**src/hw/dnn_accel_defines.svh**
```systemverilog
// Sizing macros for the dot-product engine, included by packages and modules that need them
`ifndef DNN_ACCEL_DEFINES_SVH
`define DNN_ACCEL_DEFINES_SVH

// ==============================
// Data path widths
// ==============================

// One unsigned operand element
`define DNN_OPERAND_W 16

// Element pairs per operand vector
`define DNN_LANES 4

// Full product of two operand elements
`define DNN_PROD_W 32

// Sum of four products needs two growth bits
`define DNN_RESULT_W 34

// ==============================
// Result store and timing
// ==============================

// Results per batch, equal to the issue credits
`define DNN_DEPTH 64
`define DNN_ADDR_W 6

// Cycles from issue_valid to result_valid
`define DNN_PIPE_LAT 4

`endif
```
**src/hw/dnn_data_pkg.sv**
```systemverilog
// Operand and result types shared by every block on the dot-product data path
`include "dnn_accel_defines.svh"

package dnn_data_pkg;

    // ==============================
    // Operands
    // ==============================

    // Single unsigned element of either vector
    typedef logic [`DNN_OPERAND_W-1:0] operand_t;

    // One accepted vector: lane i pairs vec_a[i] with vec_b[i]
    // 2 x 4 x 16 = 128 bits
    typedef struct packed {
        operand_t [`DNN_LANES-1:0] vec_a;
        operand_t [`DNN_LANES-1:0] vec_b;
    } dot_operands_t;

    // ==============================
    // Results
    // ==============================

    // Product of one lane
    typedef logic [`DNN_PROD_W-1:0] product_t;

    // Unsigned sum of all lane products, never overflows
    typedef logic [`DNN_RESULT_W-1:0] dot_result_t;

endpackage

```
**src/hw/dot_product_pipe.sv**
```systemverilog
// Four-lane dot-product pipeline: two-stage multiply followed by a two-level adder tree
`include "dnn_accel_defines.svh"

module dot_product_pipe
    import dnn_data_pkg::*;
(
    input  logic          clk,
    input  logic          rst_n,
    input  logic          issue_valid,
    input  dot_operands_t issue_operands,
    output logic          result_valid,
    output dot_result_t   result_data
);

    // Multiplier split on the B operand
    localparam int HALF_W = `DNN_OPERAND_W / 2;
    localparam int PP_W   = `DNN_OPERAND_W + HALF_W;
    // Pairwise sums carry one growth bit
    localparam int PSUM_W = `DNN_PROD_W + 1;
    localparam int RES_W  = `DNN_RESULT_W;

    // Valid bit per register stage, bit 0 is the first stage
    logic [`DNN_PIPE_LAT-1:0] valid_sr;

    logic [`DNN_LANES-1:0][PP_W-1:0] pp_lo;
    logic [`DNN_LANES-1:0][PP_W-1:0] pp_hi;
    product_t [`DNN_LANES-1:0]       prod;
    logic [PSUM_W-1:0]               psum_01;
    logic [PSUM_W-1:0]               psum_23;
    dot_result_t                     sum_q;

    // ==============================
    // Valid tracking
    // ==============================

    // No stall, so a plain shift register follows the data
    always_ff @(posedge clk or negedge rst_n) begin
        if (!rst_n) begin
            valid_sr <= '0;
        end else begin
            valid_sr <= {valid_sr[`DNN_PIPE_LAT-2:0], issue_valid};
        end
    end

    // ==============================
    // Multiply, two cycles
    // ==============================

    // Stage 1: A times low and high byte of B per lane
    always_ff @(posedge clk) begin
        if (issue_valid) begin
            for (int i = 0; i < `DNN_LANES; i++) begin
                pp_lo[i] <= PP_W'(issue_operands.vec_a[i])
                          * PP_W'(issue_operands.vec_b[i][HALF_W-1:0]);
                pp_hi[i] <= PP_W'(issue_operands.vec_a[i])
                          * PP_W'(issue_operands.vec_b[i][`DNN_OPERAND_W-1:HALF_W]);
            end
        end
    end

    // Stage 2: shift the high partial and combine
    // The true product fits in 32 bits so the carry out is always zero
    always_ff @(posedge clk) begin
        if (valid_sr[0]) begin
            for (int i = 0; i < `DNN_LANES; i++) begin
                prod[i] <= {pp_hi[i], {HALF_W{1'b0}}} + `DNN_PROD_W'(pp_lo[i]);
            end
        end
    end

    // ==============================
    // Adder tree
    // ==============================

    // Level 1: lanes 0+1 and 2+3
    always_ff @(posedge clk) begin
        if (valid_sr[1]) begin
            psum_01 <= PSUM_W'(prod[0]) + PSUM_W'(prod[1]);
            psum_23 <= PSUM_W'(prod[2]) + PSUM_W'(prod[3]);
        end
    end

    // Level 2: final 34-bit sum
    always_ff @(posedge clk) begin
        if (valid_sr[2]) begin
            sum_q <= RES_W'(psum_01) + RES_W'(psum_23);
        end
    end

    // Result strobe lands DNN_PIPE_LAT cycles after issue
    assign result_valid = valid_sr[`DNN_PIPE_LAT-1];
    assign result_data  = sum_q;

endmodule

```
**config.mk**
```make
export PLATFORM = sky130hd
export DESIGN_NAME = dot_product_pipe
export DESIGN_NICKNAME = d
export VERILOG_FILES = /design/src/hw/dnn_data_pkg.sv /design/src/hw/dot_product_pipe.sv
export VERILOG_INCLUDE_DIRS = /design/src /design/src/hw
export SDC_FILE = /design/constraint.sdc
export NUM_CORES = 2
export LEC_CHECK = 0
export BUFFER_PORTS_ARGS = -buffer_cell sky130_fd_sc_hd__buf_2
export CORE_ASPECT_RATIO = 0.5
export CORE_MARGIN = 2
export CORE_UTILIZATION = 45
export DETAILED_ROUTE_END_ITERATION = 10
export RECOVER_POWER = 100
export SYNTH_ARGS = -nofsm -noshare
export SYNTH_HDL_FRONTEND = slang
export SYNTH_SLANG_ARGS = --single-unit
export TNS_END_PERCENT = 20
```
**constraint.sdc**
```tcl
create_clock -name clk -period 4.3 [get_ports clk]
set_input_delay 0.645 -clock clk [delete_from_list [all_inputs] [get_ports clk]]
set_output_delay 0.645 -clock clk [all_outputs]
set_load 0.01 [all_outputs]
```
==> flow_summary.toml <==
[logic_synthesis]
syn_inst = 5219
netlist_area_sq_mm = 0.0525
synth_top_area_cell = "fa_1"
ys_seq_area_frac = 0.242
ys_async_sr_fraction = 0.00943
ys_ff_latch = 424
synth_area_leaders = "fa_1, edfxtp_1, ha_1"
synth_edf_count = 420
synth_common_cells = "and2_1, inv_1, fa_1"
yosysWarnings = 0
synthFlopType = "edfxtp_1"
synth.most_common_cell = "and2_1"
yosysTopAreaCellShare = 0.259
synthesis.nets = 6542
synth_cell_types = 74
synth_area_per_cell_sq_um = 10.1

[setup_path]
cp-startpoint = "issue_operands[96]"
regToRegSetupSlack_ps = 420
r2r-start = "prod[65]"
arrival_ps = 4990
start_kind = "input pin"
critPathCaptureType = "flop"
cp_max_fo = 4
r2r_cells = 10
critPathKind = "input pin to flop"
cp.required_ps = 4610
r2r-end = "psum_23[31]"

[detailed_routing]
antenna_left = 0
wl_per_cell_um = 17.4
wl_mm = 131
dr.pass1.iters = 5
vias = 38500
drt_iter0_drc = 2022
drc = 0
viasPerCell = 5.12

[timing]
final.setup_skew_ps = 16.3
fmaxAchievable_ghz = 0.214
rsz0062_at_grt = "true"
final.min_clock_period_ps = 4680
worstMarginPinSlew_ps = 2180
drv_slew = 305
hold_violations = 0
finalWorstSetupSlack_ps = -383
slew_headroom = -0.453
setup_viol = 60
period_share = 1.09

[global_route]
grt_max_degree = 80
grt_pass1_vias = 40500
grt_pass1_wl_mm = 211
antenna_found_initial = 10
overflow = 0
grt_use_total = 0.220

[clock_network]
cts_tree = "done"
h-tree-depth = 2
clock-root-buffer = "clkbuf_16"
cts-buffers-inserted = 39
cts.clk_slew.worst_paths_ps = 60
clock-sinks = 424
worstSkewPairLatency_ps = 570
clk_path_buf_depth = 3

[hold_path]
worstHoldPathType = "flop to flop"
holdCritStartpoint = "pp_lo[50]"
hold_path_end = "prod[66]"
holdPathStages = 0

[placement]
dpl.cell_count = 7409
gp_congestion = 0.932
dp_hpwl_mm = 107
port_buffers = 165
post_dp_cell_area_sq_mm = 0.0600

[floorplanning]
rows = 88
start_util = 0.455
fp.dieH_um = 246
io_pins = 166
die_area_sq_mm = 0.120
die_x_um = 487
core_area_sq_mm = 0.116

[power_and_ir_drop]
leakage_nw = 29.8
p_per_area_mw_per_mm2 = 735
totalPowerFinal_w = 0.0467
vdd_drop_max_v = 0.000349

[flow_run]
cap_violations = 6

[layout]
regArea_sq_mm = 0.0127
nets = 7293
drive_gt1_frac = 0.198
area_growth_pct = 21.0
layout.cells.non_filler = 7529
multi_input_area_sq_mm = 0.0378
fin_area_sq_mm = 0.0635
n_fill_cell = 10100

[status]
status = "finished, violations left"
violations = "max-capacitance violations, max-slew violations, negative setup slack"
## how the worst max path moves through the flow
stage	slack, ps	end	depth (start not counted)
finish	-380	pp_lo[71]	17
global route	-540	pp_hi[22]	19
CTS	-390	pp_hi[94]	18
detailed placement	-1340	pp_lo[70]	19
global placement	-1410	pp_lo[70]	19
floorplan	-830	pp_lo[95]	18
## cells in the final DEF (no fill, tap or decap), drive strengths merged, types with 39 or more instances in the layout
master / netlist / layout
and2: 881 / 881
inv: 853 / 855
buf: 0 / 759
fa: 679 / 679
ha: 513 / 513
edfxtp: 420 / 420
nand2: 310 / 310
xnor2: 235 / 235
a21oi: 214 / 214
nor2: 169 / 169
clkbuf: 131 / 128
o21ai: 119 / 119
a21o: 92 / 92
xor2: 70 / 70
nand3: 56 / 56
nor3: 56 / 56
o21a: 53 / 53
nor2b: 39 / 39
## layer usage
layer / vias to the layer above / share of wire / track usage
li1: 18400 / - / -
met1: 19400 / 0.46 / 0.310
met2: 675 / 0.48 / 0.367
met3: 117 / 0.053 / 0.0348
met4: 0 / 0.012 / 0.0311
met5: - / 0 / 0
## cells by family (layout without fill, tap and decap cells)
| group | count (synthesis) | after routing | share of synthesized area |
|---|---|---|---|
| compound gates | 680 | 680 | 0.0859 |
| xor+xnor | 305 | 305 | 0.0509 |
| fa+ha+maj | 1192 | 1192 | 0.381 |
| buf+inv | 984 | 1762 | 0.0703 |
| flops | 424 | 424 | 0.242 |
| other cells | 0 | 2 | 0 |
| simple gates | 1634 | 1634 | 0.170 |
## repair_timing
| action | 4_1_cts | 5_1_grt |
|---|---|---|
| endpoints found under the setup margin | 74 | 83 |
| pin swaps | 166 | 152 |
| buffers inserted | 31 | 25 |
| endpoints found under the hold margin | 4 | 0 |
| cloned | 2 | 3 |
| gates resized for setup | 294 | 227 |
| hold buffers | 1 | 0 |
## where the power goes
part / internal, W / switching (W) / total [W] / leakage, nW
combinational: 0.0162 / 0.0178 / 0.0340 / 25.1
sequential: 0.00819 / 0.00119 / 0.00937 / 4.15
clock: 0.00178 / 0.00157 / 0.00335 / 0.568
total: 0.0262 / 0.0205 / 0.0467 / 29.8
## worst max-delay path, cell delays in order
cell	delay, ps
buf_12	110
buf_4	140
and2_1	160
fa_2	370
fa_1	560
ha_4	220
fa_1	570
ha_4	220
nor2b_1	150
o21ai_4	190
a21boi_4	90
o41ai_4	430
o31ai_4	110
o41a_1	440
a211o_1	330
a21oi_2	170
xnor2_2	90
## through the flow
| step | hold WS, ps | TNS, ps | worst slack [ps] | utilization |
|---|---|---|---|---|
| 2_1_floorplan | 349 | -29430 | -833 | - |
| 3_3_place_gp | 405 | -81700 | -1410 | 0.519 |
| 3_5_place_dp | 406 | -85640 | -1340 | 0.519 |
| 4_1_cts | 383 | -12520 | -386 | 0.542 |
| 5_1_grt | 428 | -21150 | -536 | 0.550 |
| 6_report | 419 | -11960 | -383 | 0.550 |
## final cells by class
class,count,area share
flip-flops and latches,424,0.200
repair buffers,841,0.106
multi-input cells,3811,0.595
inverters,853,0.0504
clock buffers,48,0.0162
well taps,1530,0.0301
diodes,2,0.0000788
clock inverters,20,0.00240
## registers in the layout, summed over array words and instances, names as in the netlist
register,count
valid_sr,4
result_data,34
pp_lo,96
pp_hi,96
prod,128
psum_01,33
psum_23,33
Power figures use the tool's default switching activity.
