File: config.mk
export PLATFORM = sky130hd
export DESIGN_NAME = mac_issue_ctrl
export DESIGN_NICKNAME = d
export VERILOG_FILES = /design/src/hw/dnn_data_pkg.sv /design/src/hw/mac_issue_ctrl.sv
export VERILOG_INCLUDE_DIRS = /design/src /design/src/hw
export SDC_FILE = /design/constraint.sdc
export NUM_CORES = 1
export LEC_CHECK = 0
export BUFFER_PORTS_ARGS = -buffer_cell sky130_fd_sc_hd__buf_2
export CORE_ASPECT_RATIO = 0.5
export CORE_MARGIN = 10
export CORE_UTILIZATION = 36
export DETAILED_ROUTE_END_ITERATION = 6
export PLACE_DENSITY = 0.66
export REMOVE_ABC_BUFFERS = 1
export SLEW_MARGIN = 30
export SYNTH_ARGS = -nofsm -noshare
export SYNTH_HDL_FRONTEND = slang
export SYNTH_SLANG_ARGS = --single-unit
File: constraint.sdc
create_clock -name clk -period 4.22 [get_ports clk]
set_clock_uncertainty 0.15 [all_clocks]
set_input_delay 0.844 -clock clk [delete_from_list [all_inputs] [get_ports clk]]
set_output_delay 0.844 -clock clk [all_outputs]
set_load 0.01 [all_outputs]
File: src/hw/dnn_accel_defines.svh
// Sizing macros for the dot-product engine, included by packages and modules that need them
`ifndef DNN_ACCEL_DEFINES_SVH
`define DNN_ACCEL_DEFINES_SVH

// ==============================
// Data path widths
// ==============================

// One unsigned operand element
`define DNN_OPERAND_W 16

// Element pairs per operand vector
`define DNN_LANES 4

// Full product of two operand elements
`define DNN_PROD_W 32

// Sum of four products needs two growth bits
`define DNN_RESULT_W 34

// ==============================
// Result store and timing
// ==============================

// Results per batch, equal to the issue credits
`define DNN_DEPTH 64
`define DNN_ADDR_W 6

// Cycles from issue_valid to result_valid
`define DNN_PIPE_LAT 4

`endif
File: src/hw/dnn_data_pkg.sv
// Operand and result types shared by every block on the dot-product data path
`include "dnn_accel_defines.svh"

package dnn_data_pkg;

    // ==============================
    // Operands
    // ==============================

    // Single unsigned element of either vector
    typedef logic [`DNN_OPERAND_W-1:0] operand_t;

    // One accepted vector: lane i pairs vec_a[i] with vec_b[i]
    // 2 x 4 x 16 = 128 bits
    typedef struct packed {
        operand_t [`DNN_LANES-1:0] vec_a;
        operand_t [`DNN_LANES-1:0] vec_b;
    } dot_operands_t;

    // ==============================
    // Results
    // ==============================

    // Product of one lane
    typedef logic [`DNN_PROD_W-1:0] product_t;

    // Unsigned sum of all lane products, never overflows
    typedef logic [`DNN_RESULT_W-1:0] dot_result_t;

endpackage

File: src/hw/mac_issue_ctrl.sv
// Operand input stage: accepts vectors while credits remain and issues them to the pipeline
`include "dnn_accel_defines.svh"

module mac_issue_ctrl
    import dnn_data_pkg::*;
(
    input  logic          clk,
    input  logic          rst_n,
    input  logic          mac_en,
    input  dot_operands_t mac_operands,
    input  logic          batch_done,
    output logic          rdy_mac,
    output logic          issue_valid,
    output dot_operands_t issue_operands
);

    // One extra bit so the count can reach the full depth
    localparam int CNT_W = `DNN_ADDR_W + 1;

    logic [CNT_W-1:0] issue_cnt;
    logic             accept;

    // ==============================
    // Credits
    // ==============================

    // Each accept uses one store slot, so no slack is needed downstream
    assign rdy_mac = (issue_cnt < CNT_W'(`DNN_DEPTH));
    assign accept  = mac_en && rdy_mac;

    always_ff @(posedge clk or negedge rst_n) begin
        if (!rst_n) begin
            issue_cnt   <= '0;
            issue_valid <= 1'b0;
        end else begin
            // Pulse lines up with the registered operands
            issue_valid <= accept;
            // Batch drained, all credits come back
            if (batch_done) begin
                issue_cnt <= '0;
            end else if (accept) begin
                issue_cnt <= issue_cnt + CNT_W'(1);
            end
        end
    end

    // ==============================
    // Input register
    // ==============================

    // Holds the last accepted vector, only read while issue_valid is high
    always_ff @(posedge clk) begin
        if (accept) begin
            issue_operands <= mac_operands;
        end
    end

endmodule

==> results of run 1 <==
[critical path: stages]
cell      delay [ns]
buf_2           0.12
nand2b_4        0.09
inv_4           0.46
buf_4           0.40
[cell type report]
class	instances	area share [%]
Sequential cell	136	63.51
Timing Repair Buffer	263	20.95
Clock buffer	20	6.858
Tap cell	159	3.124
Clock inverter	11	2.810
Multi-Input combinational cell	25	2.594
Inverter	2	0.1572
[Yosys cell counts]
| cell | instances |
|---|---|
| ha_1 | 1 |
| nand4_1 | 1 |
| o21ai_0 | 3 |
| o21ba_1 | 1 |
| dfrtp_1 | 8 |
| nor4_1 | 1 |
| o31a_1 | 1 |
| edfxtp_1 | 128 |
| xnor2_1 | 1 |
| or3_1 | 2 |
| inv_1 | 2 |
| nand3b_1 | 1 |
| nand3_1 | 1 |
| nand2b_4 | 1 |
| nand2_1 | 3 |
| nand3_2 | 1 |
| nor2b_1 | 1 |
| nor2_1 | 2 |
| a21oi_1 | 3 |
| xor2_1 | 1 |
[through the flow]
step,hold slack (ns),setup WS (ns),std cells
floorplan,0.3665,0.1318,163
global placement,0.4027,1.802,585
detailed placement,0.3981,1.753,585
CTS,0.1150,2.187,616
global route,0.1222,2.091,616
finish,0.1289,2.180,616
[sequential cells by signal, indices dropped and copies added, names as in the netlist]
name and count:
issue_valid 1, issue_operands 128, issue_cnt 7
[worst max-delay path by stage]
stage | startpoint | endpoint | slack (ns) | cells after the start
finish | mac_en | issue_operands[58] | 2.18 | 4
global route | mac_en | issue_operands[0] | 2.09 | 4
CTS | mac_en | issue_operands[121] | 2.19 | 4
detailed placement | mac_en | issue_operands[85] | 1.75 | 4
global placement | mac_en | issue_operands[21] | 1.80 | 4
floorplan | mac_en | issue_operands[0] | 0.13 | 2
[power groups by stage]
stage	Sequential (mW)	Combinational [mW]	Clock, mW
floorplan	1.65	0.0227	0
global placement	1.60	0.208	0
detailed placement	1.61	0.213	0
CTS	1.58	0.213	1.58
global route	1.58	0.224	1.64
finish	1.58	0.207	1.55
[layout by cell type, fill, tap and decap left out, types with 3 or more instances in the layout]
cell type,count
dfrtp_1,8
clkbuf_1,3
clkinv_1,3
nand2_1,3
buf_2,261
edfxtp_1,128
o21ai_0,3
bufinv_16,5
a21oi_1,3
clkbuf_16,17
[per-layer routing]
metal	up-vias	track usage (%)
li1	1215	-
met1	1294	14.09
met2	59	29.57
met3	15	3.599
met4	0	6.058
met5	-	0
[logic make-up after synthesis]
family	Yosys count	synth area share, %
AOI/OAI and AO/OA	8	1.157
xor gates and xnor gates	2	0.4155
buffers and inverters	2	0.1781
adders and majority gates	1	0.2967
and+or+nand+nor	14	2.048
DFF	136	95.91
==> flow_metrics.env, run 1 <==
export IMPL_status="finished, final reports clean"
export IMPL_vias=2583
export IMPL_clock_sinks=136
export IMPL_ctsHoldBuffers=0
export IMPL_ys_ff_latch=136
export IMPL_routed_top_layer="met4"
export IMPL_worstRegToRegCells=3
export IMPL_m1WireLength_mm=4.324
export IMPL_cts_tree="done"
export IMPL_clock_latency_ns=0.39
export IMPL_viasPerCell=4.193
export IMPL_arrival_ns=1.96
export IMPL_core_region_area_um2=11220
export IMPL_power_mw=3.336
export IMPL_cts_setup_buffers=0
export IMPL_fmax_ghz=0.4902
export IMPL_yosysWarnings=0
export IMPL_antennaDiodeCount=0
export IMPL_seq_area_frac_synth_pct=95.91
export IMPL_numCtsBuffers=17
export IMPL_fin_setup_tns_ns=0
export IMPL_post_route_min_period_ns=2.040
export IMPL_multiInputGateArea_um2=165.2
export IMPL_finalHoldViolCount=0
export IMPL_required_ns=4.14
export IMPL_setup_viol=0
export IMPL_critPathMaxFanout=49
export IMPL_intPower_mw=2.688
export IMPL_pwr_share_comb_pct=6.2
export IMPL_final_layout_size_suffix_gt1_share_pct=63.68
export IMPL_first_pass_iters=4
export IMPL_peakVddDrop_mv=0.2859
export IMPL_wl_met2_mm=7.899
export IMPL_start_util_pct=37.59
export IMPL_path_class="in2reg"
export IMPL_wirelength_mm=12.79
export IMPL_critPathLaunchType="primary input"
export IMPL_grt_pass1_wl_mm=17.80
export IMPL_grt_use_total_pct=14.49
export IMPL_synth_cells=163
export IMPL_drc=0
export IMPL_wl_met3_um=384
export IMPL_antenna_found_initial=0
export IMPL_netlist_cell_type_count=20
export IMPL_ant_nets=0
export IMPL_grt_max_degree=62
export IMPL_clk_pin_slew_ns=0.06
export IMPL_reg2reg_from="issue_cnt[6]"
export IMPL_placed_area_um2=5752
export IMPL_stdcell_area_um2=6367
export IMPL_reg2reg_to="issue_operands[58]"
export IMPL_worstSetupEndpointType="flip-flop"
export IMPL_pwr_share_seq_pct=47.3
export IMPL_first_iter_violations=194
export IMPL_first_global_vias=2798
export IMPL_rsz0062_at_grt="no"
export IMPL_netSwitchingFraction_pct=19.42
export IMPL_wl_per_cell_um=20.77
export IMPL_period_share_pct=48.34
export IMPL_die_w_um=173.1
export IMPL_tightest_slew_ns=0.6181
export IMPL_leakage_nw=2.753
export IMPL_clkPwrFrac_pct=46.5
export IMPL_gp_congestion=0.8224
export IMPL_ios=262
export IMPL_cts_root_buf="clkbuf_16"
export IMPL_fp_dieArea_um2=16700
export IMPL_maxCapViolCount=0
export IMPL_cts_buffer_depth=2
export IMPL_final_util_pct=56.77
export IMPL_cts_htree_levels=4
export IMPL_layout_nets=578
export IMPL_cts_resized_gates=0
export IMPL_synth_largest_area_cell="edfxtp_1"
export IMPL_netlist_area_um2=4217
export IMPL_placementRows=27
export IMPL_maxSlewHeadroom_pct=58.80
export IMPL_syn_avg_cell_area_um2=25.87
export IMPL_power_density_nw_per_um2=523.9
export IMPL_hpwl_mm=10.21
export IMPL_final_max_slew_violation_count=0
export IMPL_fill_cells=915
export IMPL_seqCellArea_um2=4044
export IMPL_grt_overflow_total=0
export IMPL_hp_class="in2async"
export IMPL_die_h_um=96.53
export IMPL_netlist_top_cells_area="edfxtp_1, dfrtp_1, a21oi_1, o21ai_0, nand2b_4"
export IMPL_synth_top_area_share_pct=91.16
export IMPL_r2r_slack_ns=2.28
export IMPL_port_buffers=261
export IMPL_p_switching_mw=0.6479
export IMPL_syn_to_final_growth_pct=51.01
Power figures use the tool's default switching activity.
==> run 2: changes to the inputs <==
clock period = 2.05 ns   (was 4.22 ns; I/O delays follow)
==> flow_metrics.env, run 2 (synthesis gave the netlist of run 1 again) <==
export IMPL_status="finished, final reports clean"
export IMPL_stdcell_area_um2=6461
export IMPL_ant_nets=0
export IMPL_critPathMaxFanout=1
export IMPL_critPathLaunchType="flip-flop"
export IMPL_peakVddDrop_mv=0.6052
export IMPL_first_global_vias=2860
export IMPL_maxSlewHeadroom_pct=83.19
export IMPL_worst_hold_path_num_cells=1
export IMPL_port_buffers=261
export IMPL_fmax_ghz=0.6508
export IMPL_tightest_slew_ns=0.2522
export IMPL_cts_buffer_depth=2
export IMPL_first_iter_violations=211
export IMPL_critical_path_buf_inv_count=1
export IMPL_cts_tree="done"
export IMPL_antenna_found_initial=0
export IMPL_cts_setup_buffers=0
export IMPL_clock_latency_ns=0.39
export IMPL_setup_viol=0
export IMPL_fill_cells=947
export IMPL_cts_resized_gates=0
export IMPL_ios=262
export IMPL_grt_max_degree=46
export IMPL_grtUsageMet3_pct=3.638
export IMPL_finalHoldViolCount=0
export IMPL_largest_reg_flops=128
export IMPL_worstSetupEndpointType="primary output"
export IMPL_final_layout_size_suffix_gt1_share_pct=64.64
export IMPL_placed_area_um2=5792
export IMPL_hpwl_mm=10.34
export IMPL_gp_congestion=0.8191
export IMPL_antennaDiodeCount=0
export IMPL_wl_per_cell_um=20.67
export IMPL_rsz0062_at_grt="no"
export IMPL_period_share_pct=74.95
export IMPL_final_max_slew_violation_count=0
export IMPL_cts_htree_levels=4
export IMPL_placementRows=27
export IMPL_busiest_layer="met2"
export IMPL_start_util_pct=37.59
export IMPL_cpLargestDelayFamily="flip-flops"
export IMPL_power_density_nw_per_um2=1091
export IMPL_post_route_min_period_ns=1.536
export IMPL_layout_nets=581
export IMPL_drc=0
export IMPL_final_util_pct=57.61
export IMPL_grt_use_total_pct=14.43
export IMPL_viasPerCell=4.248
export IMPL_clk_pin_slew_ns=0.06
export IMPL_vias=2634
export IMPL_fp_dieArea_um2=16700
export IMPL_wirelength_mm=12.82
export IMPL_grt_pass1_wl_mm=17.66
export IMPL_required_ns=1.49
export IMPL_crit_path_max_incr_delay_ns=0.42
export IMPL_top_register="issue_operands"
export IMPL_hp_class="in2reg"
export IMPL_numCtsBuffers=17
export IMPL_cts_root_buf="clkbuf_16"
export IMPL_ctsHoldBuffers=1
export IMPL_leakage_nw=2.793
export IMPL_mostFrequentLayoutCells="buf_2, edfxtp_1, clkbuf_16"
export IMPL_final_common_cell="buf_2"
export IMPL_die_h_um=96.53
export IMPL_gr_usage_met2_pct=30.05
export IMPL_path_class="reg2out"
export IMPL_worstRegToRegCells=3
export IMPL_arrival_ns=0.98
export IMPL_clock_sinks=136
export IMPL_syn_to_final_growth_pct=53.23
export IMPL_first_pass_iters=6
export IMPL_slowest_stage="edfxtp_1"
export IMPL_cp_cell_sequence="buf_2"
export IMPL_die_w_um=173.1
export IMPL_reg_largest_list="issue_operands: 128 flops, issue_cnt: 7 flops, issue_valid: 1 flops"
export IMPL_grt_overflow_total=0
export IMPL_maxCapViolCount=0
export IMPL_crit_cells=1
export IMPL_grt_util_met1_pct=13.73
export IMPL_core_region_area_um2=11220
## run 2: worst paths after layout
check | to | slack (ns) | startpoint
max reg2reg | issue_operands[120] | 0.53 | issue_cnt[6]
min in group asynchronous | issue_cnt[6] | 0.24 | rst_n
min | issue_operands[122] | 0.03 | mac_operands[122]
max in group asynchronous | issue_cnt[1] | 1.34 | rst_n
min reg2reg | issue_cnt[4] | 0.42 | issue_cnt[4]
max | issue_operands[66] | 0.51 | issue_operands[66]
## run 2: stage by stage
| step | hold slack (ns) | total power, mW | TNS [ns] | cells | setup WS (ns) |
|---|---|---|---|---|---|
| 6_report | 0.03435 | 7.046 | 0 | 620 | 0.5135 |
| 5_1_grt | 0.01176 | 7.299 | 0 | 620 | 0.4696 |
| 4_1_cts | 0.01542 | 7.125 | 0 | 620 | 0.4968 |
| 3_5_place_dp | 0.1139 | 3.753 | 0 | 587 | 0.4551 |
| 3_3_place_gp | 0.1153 | 3.732 | 0 | 587 | 0.4813 |
| 2_1_floorplan | -0.03559 | 3.444 | -216.71 | 163 | -1.656 |
## run 2: cell type report
cell class / count / area [um^2] / share of cell area, %
inverter: 2 / 10.01 / 0.1549
tap: 159 / 198.9 / 3.079
clock buffer: 19 / 432.9 / 6.700
sequential: 136 / 4044 / 62.59
clock inverter: 13 / 226.5 / 3.505
multi-input combinational: 25 / 165.2 / 2.556
timing repair buffer: 266 / 1384 / 21.42
## run 2: routing by layer
layer	part of all wire (%)	up-vias	wire, um
met4	0.89	0	114
met2	63	64	8061
met3	3.6	9	460
met1	33	1337	4179
li1	-	1224	-
met5	0	-	0
## run 2: report_power, final
group | total [mW] | internal [mW] | leakage [nW] | switching, mW
Combinational | 0.438 | 0.196 | 1.12 | 0.242
Clock | 3.36 | 2.28 | 0.313 | 1.08
Sequential | 3.25 | 3.21 | 1.36 | 0.0373
Total | 7.05 | 5.68 | 2.79 | 1.36
==> run 3: changes to the inputs <==
PLACE_DENSITY = 0.69   (was 0.66)
clock period = 1.4 ns   (was 2.05 ns; I/O delays follow)
==> flow_metrics.env, run 3 <==
export IMPL_die_h_um=96.53
export IMPL_port_buffers=261
export IMPL_yosys_area_share_simple_pct=2.047
export IMPL_synth_most_common_cell="edfxtp_1"
export IMPL_hpwl_mm=10.82
export IMPL_die_w_um=173.1
export IMPL_async_flop_share_pct=5.882
export IMPL_synth_xor_area_share_pct=0.4154
export IMPL_cts_root_buf="clkbuf_16"
export IMPL_tool_error="[ERROR RSZ-0060] Max buffer count reached."
export IMPL_netlist_top_cells_area="edfxtp_1, dfrtp_1, a21oi_1, o21ai_0, nand2b_4"
export IMPL_cts_htree_levels=4
export IMPL_ys_flop_type="edfxtp_1"
export IMPL_cts_setup_buffers=0
export IMPL_numCtsBuffers=17
export IMPL_synthMuxAreaShare_pct=0
export IMPL_synth_compound_area_share_pct=1.157
export IMPL_ys_ff_latch=136
export IMPL_ctsHoldBuffers=126
export IMPL_synth_cells=163
export IMPL_gp_congestion=0.8070
export IMPL_synth_edff_count=128
export IMPL_yosysWarnings=0
export IMPL_placementRows=27
export IMPL_failing_step="clock tree synthesis (4_1_cts)"
export IMPL_synth_largest_area_cell="edfxtp_1"
export IMPL_clock_sinks=136
export IMPL_netlist_area_um2=4217
export IMPL_ys_top_cells_by_count="edfxtp_1, dfrtp_1, a21oi_1, nand2_1, o21ai_0"
export IMPL_ios=262
export IMPL_synth_top_family_by_area="simple AND/OR/NAND/NOR gates"
export IMPL_syn_avg_cell_area_um2=25.87
export IMPL_synthAdderAreaFrac_pct=0.2967
export IMPL_synth_top_area_share_pct=91.16
export IMPL_netlist_cell_type_count=20
export IMPL_start_util_pct=37.59
export IMPL_cts_buffer_depth=2
export IMPL_cts_resized_gates=3
export IMPL_status="aborted with a tool error"
export IMPL_seq_area_frac_synth_pct=95.91
export IMPL_dpl_worst_slack_ns=-0.03656
==> run 3: cell counts after synthesis <==
Identical to the previous run, type by type.
==> run 3: stage by stage <==
| stage | hold slack [ns] | instances | cell area, um^2 |
|---|---|---|---|
| after global placement | -0.01611 | 593 | 5849 |
| after detailed placement | -0.01261 | 593 | 5849 |
| after floorplan | -0.1656 | 163 | 4217 |
==> run 3: cell families after synthesis <==
| family | count (synthesis) |
|---|---|
| xor gates and xnor gates | 2 |
| adders and majority gates | 1 |
| AOI/OAI and AO/OA | 8 |
| DFF | 136 |
| buffers and inverters | 2 |
| and+or+nand+nor | 14 |
==> run 4: changes to the inputs <==
CORE_ASPECT_RATIO = unset   (was 0.5)
CORE_UTILIZATION = 21   (was 36)
PLACE_DENSITY = unset   (was 0.69)
PLACE_DENSITY_LB_ADDON = 0.15   (was unset)
clock period = 1.8 ns   (was 1.4 ns; I/O delays follow)
==> flow_metrics.env, run 4 (synthesis gave the netlist of run 1 again) <==
export IMPL_status="finished, final reports clean"
export IMPL_finalHoldViolCount=0
export IMPL_reg_largest_list="issue_operands: 128 flops, issue_cnt: 7 flops, issue_valid: 1 flops"
export IMPL_drc=0
export IMPL_pwr_share_comb_pct=9.5
export IMPL_viasPerCell=3.588
export IMPL_clk_pin_slew_ns=0.06
export IMPL_ant_nets=0
export IMPL_reg2reg_to="issue_operands[120]"
export IMPL_peakVddDrop_mv=0.6030
export IMPL_fill_cells=1863
export IMPL_layout_nets=709
export IMPL_antenna_found_initial=3
export IMPL_period_share_pct=85.95
export IMPL_final_max_slew_violation_count=0
export IMPL_first_pass_iters=4
export IMPL_power_density_nw_per_um2=976.9
export IMPL_hpwl_mm=9.992
export IMPL_final_util_pct=39.63
export IMPL_reg2reg_from="issue_cnt[6]"
export IMPL_cts_htree_levels=4
export IMPL_wl_per_cell_um=16.19
export IMPL_worstSetupEndpointType="flip-flop"
export IMPL_final_layout_size_suffix_gt1_share_pct=50.25
export IMPL_clkPwrFrac_pct=41.7
export IMPL_rsz0062_at_grt="no"
export IMPL_cts_buffer_depth=2
export IMPL_intPower_mw=5.936
export IMPL_first_iter_violations=94
export IMPL_min_to="issue_cnt[1]"
export IMPL_vias=3075
export IMPL_fp_dieArea_um2=26150
export IMPL_required_ns=1.75
export IMPL_cts_root_buf="clkbuf_16"
export IMPL_fmax_ghz=0.6463
export IMPL_layoutNonFillerInstCount=857
export IMPL_dpl_worst_slack_ns=0.2001
export IMPL_final_common_cell="buf_2"
export IMPL_maxSlewHeadroom_pct=83.29
export IMPL_dpl_cell_count=693
export IMPL_finalHoldWorstSlack_ns=0.04991
export IMPL_setup_ws_ns=0.2528
export IMPL_grt_use_total_pct=10.45
export IMPL_path_class="reg2reg"
export IMPL_maxCapViolCount=0
export IMPL_worstHoldStart="batch_done"
export IMPL_pwr_share_seq_pct=48.7
export IMPL_clock_latency_ns=0.41
export IMPL_critPathLaunch="issue_cnt[6]"
export IMPL_leakage_nw=3.269
export IMPL_cts_setup_buffers=0
export IMPL_start_util_pct=21.52
export IMPL_clock_sinks=136
export IMPL_gp_congestion=0.7124
export IMPL_die_h_um=161.7
export IMPL_placementRows=51
export IMPL_grt_overflow_total=0
export IMPL_netSwitchingFraction_pct=21.73
export IMPL_post_route_min_period_ns=1.547
export IMPL_top_register="issue_operands"
export IMPL_ios=262
export IMPL_tightest_slew_ns=0.2504
export IMPL_core_region_area_um2=19590
export IMPL_port_buffers=261
export IMPL_numCtsBuffers=17
export IMPL_wirelength_mm=13.87
export IMPL_r2r_slack_ns=0.25
export IMPL_die_w_um=161.7
export IMPL_hp_class="in2reg"
export IMPL_worstRegToRegCells=3
export IMPL_cts_tree="done"
export IMPL_first_global_vias=3679
export IMPL_syn_to_final_growth_pct=84.12
export IMPL_worst_hold_path_num_cells=2
export IMPL_arrival_ns=1.50
export IMPL_grt_pass1_wl_mm=21.09
export IMPL_setup_viol=0
export IMPL_critPathLaunchType="flip-flop"
export IMPL_grt_max_degree=37
export IMPL_critPathMaxFanout=21
export IMPL_mostFrequentLayoutCells="buf_2, dlygate4sd3_1, edfxtp_1"
export IMPL_largest_reg_flops=128
export IMPL_p_switching_mw=1.648
export IMPL_cts_resized_gates=0
==> run 4: power by group through the flow <==
| stage | clock (mW) | sequential (mW) | combinational, mW |
|---|---|---|---|
| 6_report | 3.16 | 3.70 | 0.723 |
| 5_1_grt | 3.45 | 3.71 | 0.788 |
| 4_1_cts | 3.31 | 3.70 | 0.740 |
| 3_5_place_dp | 0 | 3.76 | 0.512 |
| 3_3_place_gp | 0 | 3.76 | 0.508 |
| 2_1_floorplan | 0 | 3.87 | 0.0532 |
==> run 4: worst max path at each step <==
| stage | endpoint | depth (start not counted) | slack (ns) |
|---|---|---|---|
| 6_report | issue_operands[120] | 3 | 0.25 |
| 4_1_cts | issue_operands[75] | 3 | 0.23 |
| 3_5_place_dp | issue_operands[75] | 4 | 0.20 |
| 5_1_grt | issue_operands[120] | 3 | 0.15 |
| 3_3_place_gp | issue_operands[67] | 4 | 0.23 |
| 2_1_floorplan | issue_operands[0] | 2 | -1.91 |
==> run 4: per-stage QoR <==
step / setup TNS [ns] / area [um^2] / total power [mW]
2_1_floorplan: -249.46 / 4217 / 3.923
3_3_place_gp: 0 / 5927 / 4.269
3_5_place_dp: 0 / 5927 / 4.274
4_1_cts: 0 / 7756 / 7.752
5_1_grt: 0 / 7761 / 7.954
6_report: 0 / 7764 / 7.584
==> run 4: cell type report <==
| class | count | area (um^2) | share of cell area, % |
|---|---|---|---|
| Antenna cell | 3 | 7.507 | 0.09670 |
| Multi-Input combinational cell | 25 | 165.2 | 2.127 |
| Tap cell | 265 | 331.6 | 4.271 |
| Clock inverter | 14 | 108.9 | 1.402 |
| Sequential cell | 136 | 4044 | 52.09 |
| Timing Repair Buffer | 394 | 2665 | 34.33 |
| Clock buffer | 18 | 429.2 | 5.528 |
| Inverter | 2 | 12.51 | 0.1612 |
==> run 4: critical path: stages (launching register included) <==
cell and delay [ns]:
dfrtp_1 0.38, nand2b_4 0.19, inv_6 0.22, buf_4 0.29
==> run 4: metal layers <==
metal	global-route usage, %	vias to the layer above	wire (um)
met4	3.350	0	167
met3	5.384	11	1280
met2	18.35	146	7233
met5	0	-	0
li1	-	1485	-
met1	10.53	1433	5192
==> run 4: repair_timing <==
item                       CTS  global route
setup endpoints to repair    0             0
hold buffers               129             0
hold endpoints to repair   136             0
