## src/hw/dnn_accel_defines.svh

```systemverilog
// Sizing macros for the dot-product engine, included by packages and modules that need them
`ifndef DNN_ACCEL_DEFINES_SVH
`define DNN_ACCEL_DEFINES_SVH

// ==============================
// Data path widths
// ==============================

// One unsigned operand element
`define DNN_OPERAND_W 16

// Element pairs per operand vector
`define DNN_LANES 4

// Full product of two operand elements
`define DNN_PROD_W 32

// Sum of four products needs two growth bits
`define DNN_RESULT_W 34

// ==============================
// Result store and timing
// ==============================

// Results per batch, equal to the issue credits
`define DNN_DEPTH 64
`define DNN_ADDR_W 6

// Cycles from issue_valid to result_valid
`define DNN_PIPE_LAT 4

`endif
```

## src/hw/dnn_ctrl_pkg.sv

```systemverilog
// Batch control types shared by the result store, the block reader and the checks
`include "dnn_accel_defines.svh"

package dnn_ctrl_pkg;

    // Address into the 64-entry result store
    typedef logic [`DNN_ADDR_W-1:0] store_addr_t;

    // ==============================
    // Batch sequence
    // ==============================
    // Filling until the store reports full, full until a block read
    // starts, reading until the last result leaves, then idle for one
    // cycle while the store flag drops
    typedef enum logic [1:0] {
        batch_filling = 2'd0,
        batch_full    = 2'd1,
        batch_reading = 2'd2,
        batch_idle    = 2'd3
    } batch_state_t;

endpackage

```

## src/hw/dnn_data_pkg.sv

```systemverilog
// Operand and result types shared by every block on the dot-product data path
`include "dnn_accel_defines.svh"

package dnn_data_pkg;

    // ==============================
    // Operands
    // ==============================

    // Single unsigned element of either vector
    typedef logic [`DNN_OPERAND_W-1:0] operand_t;

    // One accepted vector: lane i pairs vec_a[i] with vec_b[i]
    // 2 x 4 x 16 = 128 bits
    typedef struct packed {
        operand_t [`DNN_LANES-1:0] vec_a;
        operand_t [`DNN_LANES-1:0] vec_b;
    } dot_operands_t;

    // ==============================
    // Results
    // ==============================

    // Product of one lane
    typedef logic [`DNN_PROD_W-1:0] product_t;

    // Unsigned sum of all lane products, never overflows
    typedef logic [`DNN_RESULT_W-1:0] dot_result_t;

endpackage

```

## src/hw/block_reader.sv

```systemverilog
// Block read sequencer: walks the full result store once and streams results out in order
`include "dnn_accel_defines.svh"

module block_reader
    import dnn_data_pkg::*;
    import dnn_ctrl_pkg::*;
(
    input  logic        clk,
    input  logic        rst_n,
    input  logic        store_full,
    input  logic        block_read,
    input  dot_result_t read_data,
    output logic        rdy_block_read,
    output logic        read_en,
    output store_addr_t read_addr,
    output logic        store_clear,
    output logic        batch_done,
    output logic        mem_valid,
    output dot_result_t mem_data
);

    batch_state_t state;
    batch_state_t state_nxt;

    logic        start;
    logic        last_read;
    logic        rd_active;
    store_addr_t rd_addr;
    // Delay taps matching the store read register
    logic        rd_valid_q;
    logic        rd_last_q;

    // ==============================
    // Batch FSM
    // ==============================

    // Ready once the store is full and only until a read starts
    assign rdy_block_read = store_full && (state != batch_reading);
    assign start          = block_read && rdy_block_read;

    always_comb begin
        state_nxt = state;
        case (state)
            batch_filling: begin
                if (start) begin
                    state_nxt = batch_reading;
                end else if (store_full) begin
                    state_nxt = batch_full;
                end
            end
            batch_full: begin
                if (start) begin
                    state_nxt = batch_reading;
                end
            end
            // Hold until the last result has left the output register
            batch_reading: begin
                if (batch_done) begin
                    state_nxt = batch_idle;
                end
            end
            batch_idle: begin
                if (!store_full) begin
                    state_nxt = batch_filling;
                end
            end
            default: state_nxt = batch_filling;
        endcase
    end

    always_ff @(posedge clk or negedge rst_n) begin
        if (!rst_n) begin
            state <= batch_filling;
        end else begin
            state <= state_nxt;
        end
    end

    // ==============================
    // Address sequencer
    // ==============================

    assign last_read   = rd_active && (rd_addr == store_addr_t'(`DNN_DEPTH - 1));
    assign read_en     = rd_active;
    assign read_addr   = rd_addr;
    // Store may refill as soon as the final address is issued
    assign store_clear = last_read;

    // 64 back-to-back reads, address wraps to zero after the last one
    always_ff @(posedge clk or negedge rst_n) begin
        if (!rst_n) begin
            rd_active <= 1'b0;
            rd_addr   <= '0;
        end else if (start) begin
            rd_active <= 1'b1;
            rd_addr   <= '0;
        end else if (rd_active) begin
            rd_addr <= rd_addr + store_addr_t'(1);
            if (last_read) begin
                rd_active <= 1'b0;
            end
        end
    end

    // ==============================
    // Output stage
    // ==============================

    always_ff @(posedge clk or negedge rst_n) begin
        if (!rst_n) begin
            rd_valid_q <= 1'b0;
            rd_last_q  <= 1'b0;
            mem_valid  <= 1'b0;
            batch_done <= 1'b0;
        end else begin
            rd_valid_q <= rd_active;
            rd_last_q  <= last_read;
            mem_valid  <= rd_valid_q;
            batch_done <= rd_last_q;   // same cycle as the final mem_valid
        end
    end

    // Output data register, paired with mem_valid
    always_ff @(posedge clk) begin
        if (rd_valid_q) begin
            mem_data <= read_data;
        end
    end

endmodule

```

## config.mk

```make
export PLATFORM = sky130hd
export DESIGN_NAME = block_reader
export DESIGN_NICKNAME = d
export VERILOG_FILES = /design/src/hw/dnn_ctrl_pkg.sv /design/src/hw/dnn_data_pkg.sv /design/src/hw/block_reader.sv
export VERILOG_INCLUDE_DIRS = /design/src /design/src/hw
export SDC_FILE = /design/constraint.sdc
export NUM_CORES = 1
export LEC_CHECK = 0
export ABC_AREA = 1
export BUFFER_PORTS_ARGS = -buffer_cell sky130_fd_sc_hd__buf_2
export CORE_ASPECT_RATIO = 1.2
export CORE_MARGIN = 4
export CORE_UTILIZATION = 35
export DETAILED_ROUTE_END_ITERATION = 6
export PLACE_DENSITY = 0.68
export RECOVER_POWER = 50
export SYNTH_ARGS = -nofsm -noshare
export SYNTH_HDL_FRONTEND = slang
export SYNTH_SLANG_ARGS = --single-unit
```

## constraint.sdc

```tcl
create_clock -name clk -period 2.3 [get_ports clk]
set_input_delay 0 -clock clk [delete_from_list [all_inputs] [get_ports clk]]
set_output_delay 0 -clock clk [all_outputs]
set_load 0.05 [all_outputs]
```

==> results of run 1 <==
tightest hold or removal path, stage by stage:
cell     delay, ns
buf_2         0.11
nand3_2       0.14
nand2_1       0.07
through the flow:
step	area, µm²	worst slack [ns]
2_1_floorplan	1712	0.4069
3_3_place_gp	2202	0.9649
3_5_place_dp	2202	0.9152
4_1_cts	2685	0.8104
5_1_grt	2663	0.7314
6_report	2663	0.8506
layout by cell type, fill, tap and decap left out:
cell	n
a21oi_2	1
bufinv_16	2
nor2_1	7
nor3b_1	1
o21ai_0	1
nor3_2	1
edfxtp_1	34
nor2_4	2
nor3_1	1
nand4_1	1
a21oi_1	2
nand2_2	4
buf_2	62
clkbuf_8	5
clkbuf_2	2
nand2_1	23
ha_1	6
nand3_1	4
nor2_2	1
nand3_2	1
buf_4	1
inv_1	11
dfrtp_1	13
dlygate4sd3_1	35
clkbuf_1	19
kinds of logic after synthesis:
| group | Yosys count | synth area share |
|---|---|---|
| AO/OA/AOI/OAI | 4 | 0.01393 |
| adder cells (fa/ha/maj) | 6 | 0.04399 |
| AND/OR/NAND/NOR | 46 | 0.1290 |
| buffers and inverters | 11 | 0.02419 |
| flip-flops | 47 | 0.7889 |
worst max path at each step:
stage,start,to,slack [ns],cells past startpoint
final,read_addr[0],store_clear,0.85,4
after global routing,read_addr[0],store_clear,0.73,4
after CTS,read_addr[0],store_clear,0.81,4
after detailed placement,state[0],state[1],0.92,8
after global placement,state[0],state[0],0.96,8
after floorplan,read_addr[0],rd_last_q,0.41,3
state kept, by name, indices dropped and copies added (netlist names):
signal      count
state           2
rd_last_q       1
rd_valid_q      1
read_addr       6
mem_valid       1
batch_done      1
mem_data       34
read_en         1
layout make-up:
cell class / count / area (µm²)
timing repair buffer: 118 / 745.7
tap: 58 / 72.57
multi-input combinational: 56 / 324.1
sequential: 47 / 1346
fill: 400 / 1999
inverter: 11 / 41.29
clock inverter: 2 / 60.06
clock buffer: 6 / 72.57
per-layer routing:
| layer | global-route usage | vias to the layer above |
|---|---|---|
| met5 | 0 | - |
| met4 | 0.02564 | 0 |
| met3 | 0.04671 | 6 |
| met2 | 0.2082 | 67 |
| met1 | 0.1505 | 574 |
| li1 | - | 632 |
where the power goes:
group | switching, mW | internal [mW] | leakage [nW]
combinational | 0.147 | 0.0766 | 0.656
clock | 0.247 | 0.434 | 0.0654
sequential | 0.00817 | 0.940 | 0.501
==> results.sh, run 1 <==
export IMPL_grt_max_degree=32
export IMPL_hp_class="in -> reg"
export IMPL_critPathMaxStageDelay_ns=0.41
export IMPL_clock_skew_ns=0.004940
export IMPL_routed_via_density=4.292
export IMPL_synth_edf_count=34
export IMPL_hp_start="block_read"
export IMPL_cts_hold_buf=35
export IMPL_worst_skew_pair_late_latency_ns=0.29
export IMPL_numCtsBuffers=5
export IMPL_ys_seq_area_frac=0.7889
export IMPL_totalNegativeSetupSlack_ns=0
export IMPL_rsz0062_at_grt="no"
export IMPL_postCtsSetupBuffers=0
export IMPL_synth_main_ff_cell="edfxtp_1"
export IMPL_ctsResizeCount=0
export IMPL_power_leakage_nw=1.222
export IMPL_met3_length_um=384
export IMPL_yosys_area_top_type="edfxtp_1"
export IMPL_clkSinkCount=47
export IMPL_reg2reg_setup_slack_ns=0.91
export IMPL_die_area_um2=6062
export IMPL_top_layer_used="met4"
export IMPL_worstPathArrival_ns=1.45
export IMPL_period_share=0.6302
export IMPL_synth_most_common_cell="edfxtp_1"
export IMPL_die_y_um=84.50
export IMPL_grt_pass1_vias=1251
export IMPL_final_util=0.5711
export IMPL_wl_met1_um=1522
export IMPL_finalSetupViolCount=0
export IMPL_finalMaxSlewViolations=0
export IMPL_max_freq_mhz=689.9
export IMPL_critPathKind="reg -> out"
export IMPL_max_slew_worst_pin_slew_ns=0.7011
export IMPL_antenna_found_initial=0
export IMPL_synthTopCellsByArea="edfxtp_1, dfrtp_1, nand2_1, ha_1, inv_1"
export IMPL_grt_usage=0.1236
export IMPL_synthDistinctLibCells=17
export IMPL_place_hpwl_um=2670
export IMPL_hold_viol_final=0
export IMPL_yosys_area_top_type_share=0.5982
export IMPL_final_net_count=283
export IMPL_ant_nets=0
export IMPL_mappedNetlistArea_um2=1707
export IMPL_worstReg2RegEnd="state[0]"
export IMPL_ys_ff_latch=47
export IMPL_area_growth_synth_to_final_pct=56.01
export IMPL_gr_total_overflow=0
export IMPL_holdWs_ns=0.07629
export IMPL_crit_family="flip-flops"
export IMPL_fin_crit_ns=1.449
export IMPL_placementRows=27
export IMPL_firstDrtPassIters=4
export IMPL_required_ns=2.30
export IMPL_pin_count=83
export IMPL_stdcell_count=298
export IMPL_path_buf_inv=1
export IMPL_cp_end_kind="output pin"
export IMPL_clkTransAtPathRegs_ns=0.08
export IMPL_vias=1279
export IMPL_cp_slowest_cell="dfrtp_1"
export IMPL_synthCells=114
export IMPL_powerDensity_nw_per_um2=695.9
export IMPL_cts_root_buf="clkbuf_8"
export IMPL_synth_avg_cell_area_um2=14.97
export IMPL_core_area_um2=4662
export IMPL_dp_cells=255
export IMPL_critical_path_cell_chain="ha_1 -> nand3_1 -> nor3_2 -> buf_2"
export IMPL_antennaDiodeCount=0
export IMPL_hold_depth=3
export IMPL_max_slew_margin=0.5326
export IMPL_io_buffers=82
export IMPL_ys_top_cells_by_count="edfxtp_1, nand2_1, dfrtp_1"
export IMPL_path_max_fanout=4
export IMPL_start_kind="flop"
export IMPL_gp_congestion=0.7526
export IMPL_ir_drop_v=0.0002796
export IMPL_die_w_um=71.75
export IMPL_routed_wl_um=3665
export IMPL_start_util=0.3661
export IMPL_grt_pass1_wl_um=5851
export IMPL_wl_met2_um=1726
export IMPL_status="finished clean"
export IMPL_drc=0
export IMPL_cts_buffer_depth=2
export IMPL_fin_total_pwr_mw=1.853
export IMPL_yosys_warnings=0
export IMPL_drt_initial_drc_count=63
export IMPL_worstHoldEndpoint="read_en"
export IMPL_wl_per_cell_um=12.30
export IMPL_r2r_start="state[0]"
export IMPL_syn_num_nets=158
export IMPL_cts_tree="yes"
export IMPL_max_cap_violations=0
export IMPL_worstRegToRegCells=8
export IMPL_postSynth_asyncResetShare=0.2766
export IMPL_h_tree_depth=2
export IMPL_drive_above_1_share=0.3417
(Power assumes the default switching activity.)
==> inputs of run 2 (changes only) <==
--- a/config.mk
+++ b/config.mk
@@ -12,7 +12,7 @@
 export CORE_MARGIN = 4
 export CORE_UTILIZATION = 35
 export DETAILED_ROUTE_END_ITERATION = 6
-export PLACE_DENSITY = 0.68
+export PLACE_DENSITY = 0.7
 export RECOVER_POWER = 50
 export SYNTH_ARGS = -nofsm -noshare
 export SYNTH_HDL_FRONTEND = slang
==> constraint.sdc (replaced) <==
create_clock -name clk -period 1.25 [get_ports clk]
set_input_delay 0 -clock clk [delete_from_list [all_inputs] [get_ports clk]]
set_output_delay 0 -clock clk [all_outputs]
set_load 0.05 [all_outputs]
==> run 2 against run 1 <==
Effect of this change: the run now ends with negative setup slack left; worst hold slack worse by 0.023 ns; sequential power is 84% higher; largest power group unchanged; clock skew hardly changed; first-iteration DRC count is 29% lower; global-route usage is 1.2 points higher; clock power is 86% higher; largest cell class unchanged; critical endpoint is now state[0]; routed wire length is 11% higher; non-clock buffer count is 9 higher; count of clock-buffer cells in the layout stayed put; via count is 3.4% higher.
==> results.sh, run 2 (synthesis results as in run 1) <==
export IMPL_core_area_um2=4662
export IMPL_final_net_count=292
export IMPL_cts_root_buf="clkbuf_8"
export IMPL_max_cap_violations=0
export IMPL_h_tree_depth=2
export IMPL_max_slew_worst_pin_slew_ns=0.7053
export IMPL_fin_crit_ns=1.266
export IMPL_rsz0062_at_grt="yes"
export IMPL_dpl_cell_area_um2=2287
export IMPL_powerDensity_nw_per_um2=1204
export IMPL_gp_congestion=0.8053
export IMPL_ir_drop_v=0.0005146
export IMPL_max_freq_mhz=789.7
export IMPL_power_leakage_nw=1.283
export IMPL_grt_usage=0.1360
export IMPL_die_w_um=71.75
export IMPL_cp_slowest_cell="dfrtp_1"
export IMPL_stdcell_count=307
export IMPL_critical_path_cell_chain="buf_6 -> ha_2 -> nand2_2 -> nand2_2 -> nor2_4 -> nand2_2 -> nand2_2 -> nand2_1"
export IMPL_numCtsBuffers=5
export IMPL_grt_max_degree=36
export IMPL_clkSinkCount=47
export IMPL_gr_total_overflow=0
export IMPL_io_buffers=82
export IMPL_die_y_um=84.50
export IMPL_clock_skew_ns=0.004751
export IMPL_cts_tree="yes"
export IMPL_dp_cells=259
export IMPL_clkTransAtPathRegs_ns=0.08
export IMPL_hp_class="in -> reg"
export IMPL_firstDrtPassIters=4
export IMPL_hold_viol_final=0
export IMPL_drt_initial_drc_count=45
export IMPL_fin_total_pwr_mw=3.426
export IMPL_drc=0
export IMPL_critPathKind="reg -> reg"
export IMPL_cpMostUsedCell="nand2_2"
export IMPL_largest_reg_flops=34
export IMPL_area_growth_synth_to_final_pct=66.79
export IMPL_grt_pass1_vias=1388
export IMPL_antennaDiodeCount=0
export IMPL_final_util=0.6106
export IMPL_placementRows=27
export IMPL_cts_buffer_depth=2
export IMPL_start_kind="flop"
export IMPL_totalNegativeSetupSlack_ns=-0.03405
export IMPL_worstPathArrival_ns=1.45
export IMPL_finalMaxSlewViolations=0
export IMPL_final_cell_mix="buf_2, dlygate4sd3_1, edfxtp_1"
export IMPL_critPathMaxStageDelay_ns=0.40
export IMPL_die_area_um2=6062
export IMPL_status="complete, but fails checks"
export IMPL_wl_per_cell_um=13.22
export IMPL_finalSetupViolCount=3
export IMPL_path_max_fanout=3
export IMPL_ant_nets=0
export IMPL_cp_end_kind="flop"
export IMPL_place_hpwl_um=2656
export IMPL_pre_cts_slack_ns=-0.08222
export IMPL_start_util=0.3661
export IMPL_finalInstanceArea_um2=2846
export IMPL_drive_above_1_share=0.4538
export IMPL_required_ns=1.44
export IMPL_holdWs_ns=0.05366
export IMPL_routed_via_density=4.306
export IMPL_worst_skew_pair_late_latency_ns=0.29
export IMPL_grt_pass1_wl_um=6465
export IMPL_max_slew_margin=0.5298
export IMPL_pin_count=83
export IMPL_layout_cells_most_common="buf_2"
export IMPL_vias=1322
export IMPL_violations="negative setup slack"
export IMPL_largest_register="mem_data"
export IMPL_antenna_found_initial=0
export IMPL_routed_wl_um=4059
export IMPL_period_share=1.013
export IMPL_setup_slack_ns=-0.01624
-- run 2: what timing repair did --
action	CTS	global route
pin swaps	3	4
resized for setup	12	8
hold buffers	35	0
endpoints found under the setup margin	4	5
hold endpoints to repair	47	0
buffers inserted	4	1
-- run 2: worst paths after layout --
kind | startpoint | end | slack [ns] | depth (start not counted)
worst max-delay path | state[0] | state[0] | -0.02 | 8
worst min-delay path | block_read | read_en | 0.05 | 3
worst max register to register | state[0] | state[0] | -0.02 | 8
worst min register to register | rd_last_q | batch_done | 0.38 | 0
max in group asynchronous | rst_n | read_addr[1] | 0.49 | 2
min in group asynchronous | rst_n | read_addr[3] | 0.27 | 2
-- run 2: final cells by class --
| class | instances | area (µm²) |
|---|---|---|
| fill | 385 | 1815 |
| clock inverter | 2 | 60.06 |
| clock buffer | 6 | 72.57 |
| tap | 58 | 72.57 |
| sequential | 47 | 1355 |
| timing repair buffer | 127 | 844.6 |
| multi-input combinational | 56 | 400.4 |
| inverter | 11 | 41.29 |
-- run 2: metal layers --
| layer | vias up | track usage | share of wire |
|---|---|---|---|
| li1 | 651 | - | - |
| met1 | 594 | 0.1620 | 0.42 |
| met2 | 73 | 0.2358 | 0.46 |
| met3 | 4 | 0.04551 | 0.10 |
| met4 | 0 | 0.03077 | 0.010 |
| met5 | - | 0 | 0 |
-- run 2: where the power goes --
part	leakage (nW)	internal [mW]	switching (mW)
logic	0.721	0.143	0.274
registers	0.496	1.73	0.0134
clock network	0.0654	0.798	0.469
total	1.28	2.67	0.756
-- run 2: critical path: cells and delay by family (launching register included) --
family	cells	cell delay, ns
simple gates	6	0.44
flops	1	0.40
fa+ha+maj	1	0.18
buf+inv	1	0.13
==> inputs of run 3 (changes only) <==
--- a/config.mk
+++ b/config.mk
@@ -6,14 +6,13 @@
 export SDC_FILE = /design/constraint.sdc
 export NUM_CORES = 1
 export LEC_CHECK = 0
-export ABC_AREA = 1
 export BUFFER_PORTS_ARGS = -buffer_cell sky130_fd_sc_hd__buf_2
 export CORE_ASPECT_RATIO = 1.2
 export CORE_MARGIN = 4
 export CORE_UTILIZATION = 35
 export DETAILED_ROUTE_END_ITERATION = 6
 export PLACE_DENSITY = 0.7
-export RECOVER_POWER = 50
+export RECOVER_POWER = 100
 export SYNTH_ARGS = -nofsm -noshare
 export SYNTH_HDL_FRONTEND = slang
 export SYNTH_SLANG_ARGS = --single-unit
==> run 3 against run 2 <==
Effect of this change: the flow still finishes with violations (negative setup slack); global-route usage is 0.54 points lower; area after synthesis down 1.1%; die area decreased by 0.99%; total power grew 44%; design area fell by 1.0%; maximum frequency shrank 9.5%; setup slack got worse by 0.13 ns; routed wire length decreased by 4.6%; worst hold slack better by 0.092 ns; sequential share of layout area up 0.53 points; clock skew shrank 0.0018 ns; core utilization down 0.18 points; critical endpoint unchanged; highest routed layer unchanged.
==> results.sh, run 3 <==
export IMPL_die_w_um=71.40
export IMPL_gr_total_overflow=0
export IMPL_r2r_start="state[0]"
export IMPL_cp_end_kind="flop"
export IMPL_synthCells=93
export IMPL_fin_crit_ns=1.399
export IMPL_postSynth_asyncResetShare=0.2766
export IMPL_synthXorXnorAreaFrac=0.02076
export IMPL_worstPathArrival_ns=1.58
export IMPL_worstReg2RegEnd="state[0]"
export IMPL_final_net_count=270
export IMPL_drt_initial_drc_count=62
export IMPL_vias=1254
export IMPL_numCtsBuffers=5
export IMPL_synthDistinctLibCells=24
export IMPL_violations="negative setup slack"
export IMPL_hp_class="in -> reg"
export IMPL_synth_avg_cell_area_um2=18.15
export IMPL_syn_num_nets=137
export IMPL_worst_skew_pair_late_latency_ns=0.28
export IMPL_drive_above_1_share=0.5198
export IMPL_max_freq_mhz=714.6
export IMPL_synthTopCellsByArea="edfxtp_1, dfrtp_1, ha_1, nor2_1, xor2_1"
export IMPL_hold_viol_final=0
export IMPL_placementRows=27
export IMPL_synth_top_family_by_area="simple AND/OR/NAND/NOR gates"
export IMPL_yosys_area_share_simple=0.06523
export IMPL_period_share=1.119
export IMPL_required_ns=1.43
export IMPL_h_tree_depth=2
export IMPL_ant_nets=0
export IMPL_io_buffers=82
export IMPL_area_growth_synth_to_final_pct=66.94
export IMPL_reg2reg_setup_slack_ns=-0.15
export IMPL_status="complete, but fails checks"
export IMPL_layout_cells_most_common="buf_2"
export IMPL_routed_wl_um=3873
export IMPL_cts_tree="yes"
export IMPL_pre_cts_slack_ns=-0.1968
export IMPL_worstRegToRegCells=5
export IMPL_yosys_area_top_type_share=0.6049
export IMPL_max_slew_worst_pin_slew_ns=0.7051
export IMPL_yosys_area_top_type="edfxtp_1"
export IMPL_stdcell_count=285
export IMPL_mappedNetlistArea_um2=1688
export IMPL_power_leakage_nw=1.267
export IMPL_firstDrtPassIters=4
export IMPL_synth_main_ff_cell="edfxtp_1"
export IMPL_clkTransAtPathRegs_ns=0.08
export IMPL_holdWs_ns=0.1452
export IMPL_drc=0
export IMPL_wl_per_cell_um=13.59
export IMPL_gp_congestion=0.7413
export IMPL_routed_via_density=4.400
export IMPL_synthAdderAreaFrac=0.04448
export IMPL_core_area_um2=4628
export IMPL_grt_pass1_wl_um=6127
export IMPL_rsz0062_at_grt="yes"
export IMPL_final_cell_mix="buf_2, dlygate4sd3_1, edfxtp_1"
export IMPL_setup_slack_ns=-0.1493
export IMPL_dp_cells=237
export IMPL_ys_top_cells_by_count="edfxtp_1, dfrtp_1, nor2_1"
export IMPL_endpoint="state[0]"
export IMPL_clock_skew_ns=0.002972
export IMPL_max_slew_margin=0.5300
export IMPL_pin_count=83
export IMPL_ir_drop_v=0.001276
export IMPL_synth_mux_area_frac=0.01186
export IMPL_critPathKind="reg -> reg"
export IMPL_synth_compound_area_frac=0.03558
export IMPL_cts_buffer_depth=2
export IMPL_largest_register="mem_data"
export IMPL_largest_reg_flops=34
export IMPL_path_max_fanout=4
export IMPL_synth_edf_count=34
export IMPL_start_kind="flop"
export IMPL_grt_pass1_vias=1299
export IMPL_fillers=336
export IMPL_ys_ff_latch=47
export IMPL_max_cap_violations=0
export IMPL_totalNegativeSetupSlack_ns=-0.4670
export IMPL_yosys_warnings=0
export IMPL_grt_max_degree=33
export IMPL_die_y_um=84.07
export IMPL_antennaDiodeCount=0
export IMPL_finalSetupViolCount=10
export IMPL_antenna_found_initial=0
export IMPL_die_area_um2=6002
export IMPL_powerDensity_nw_per_um2=1754
export IMPL_cts_root_buf="clkbuf_8"
export IMPL_synth_most_common_cell="edfxtp_1"
export IMPL_ys_seq_area_frac=0.7976
export IMPL_finalMaxSlewViolations=0
export IMPL_clkSinkCount=47
export IMPL_place_hpwl_um=2635
export IMPL_worstSetupStartpoint="state[0]"
export IMPL_start_util=0.3647
export IMPL_grt_usage=0.1305
==> run 3: worst min-delay path by stage <==
stage	startpoint	to	slack (ns)	depth (start not counted)
after floorplan	rst_n	batch_done	-0.30	0
after global placement	rst_n	read_addr[5]	-0.09	1
after detailed placement	rst_n	read_addr[5]	-0.1	1
after CTS	rst_n	batch_done	0.11	2
after global routing	block_read	state[1]	0.15	4
final	block_read	state[1]	0.15	4
==> run 3: kinds of logic (layout without fill, tap and decap cells) <==
kind of cell | after synthesis | in the layout
compound gates | 9 | 9
xor+xnor | 4 | 4
fa+ha+maj | 6 | 6
buf+inv | 7 | 141
flops | 47 | 47
mux | 2 | 2
simple gates | 18 | 18
==> run 3: layout make-up <==
type | instances | area (µm²) | area share
flip-flops and latches | 47 | 1356 | 0.4814
repair buffers | 128 | 874.6 | 0.3104
multi-input cells | 39 | 362.8 | 0.1288
clock buffers | 6 | 72.57 | 0.02575
well taps | 58 | 72.57 | 0.02575
clock inverters | 2 | 60.06 | 0.02131
inverters | 5 | 18.77 | 0.006661
==> run 3: repair_timing <==
item | CTS | global route
setup endpoints to repair | 11 | 11
hold buffers | 35 | 0
gates resized for setup | 8 | 6
pin swaps | 0 | 1
buffers inserted | 2 | 3
endpoints found under the hold margin | 47 | 0
==> run 3: stage by stage <==
stage | util | power (mW) | cell area [µm²]
floorplan | - | 3.018 | 1728
global placement | 0.4853 | 3.373 | 2246
detailed placement | 0.4853 | 3.405 | 2246
CTS | 0.5988 | 4.867 | 2771
global route | 0.6088 | 5.225 | 2818
finish | 0.6088 | 4.943 | 2818
==> run 3: per-layer routing <==
metal / wire length, µm / vias up / global-route usage
li1: - / 602 / -
met1: 1529 / 577 / 0.1523
met5: 0 / - / 0
met3: 431 / 4 / 0.04699
met2: 1887 / 71 / 0.2232
met4: 25 / 0 / 0.03590
==> run 3: report_power, final <==
group	internal (mW)	switching, mW
clock	0.798	0.461
combinational	0.741	0.975
sequential	1.84	0.125
==> run 3: critical path, cell delays in order (launching register included) <==
cell and delay (ns):
dfrtp_1 0.42, inv_2 0.10, ha_4 0.14, and3b_1 0.22
o221a_4 0.23, o22a_1 0.19
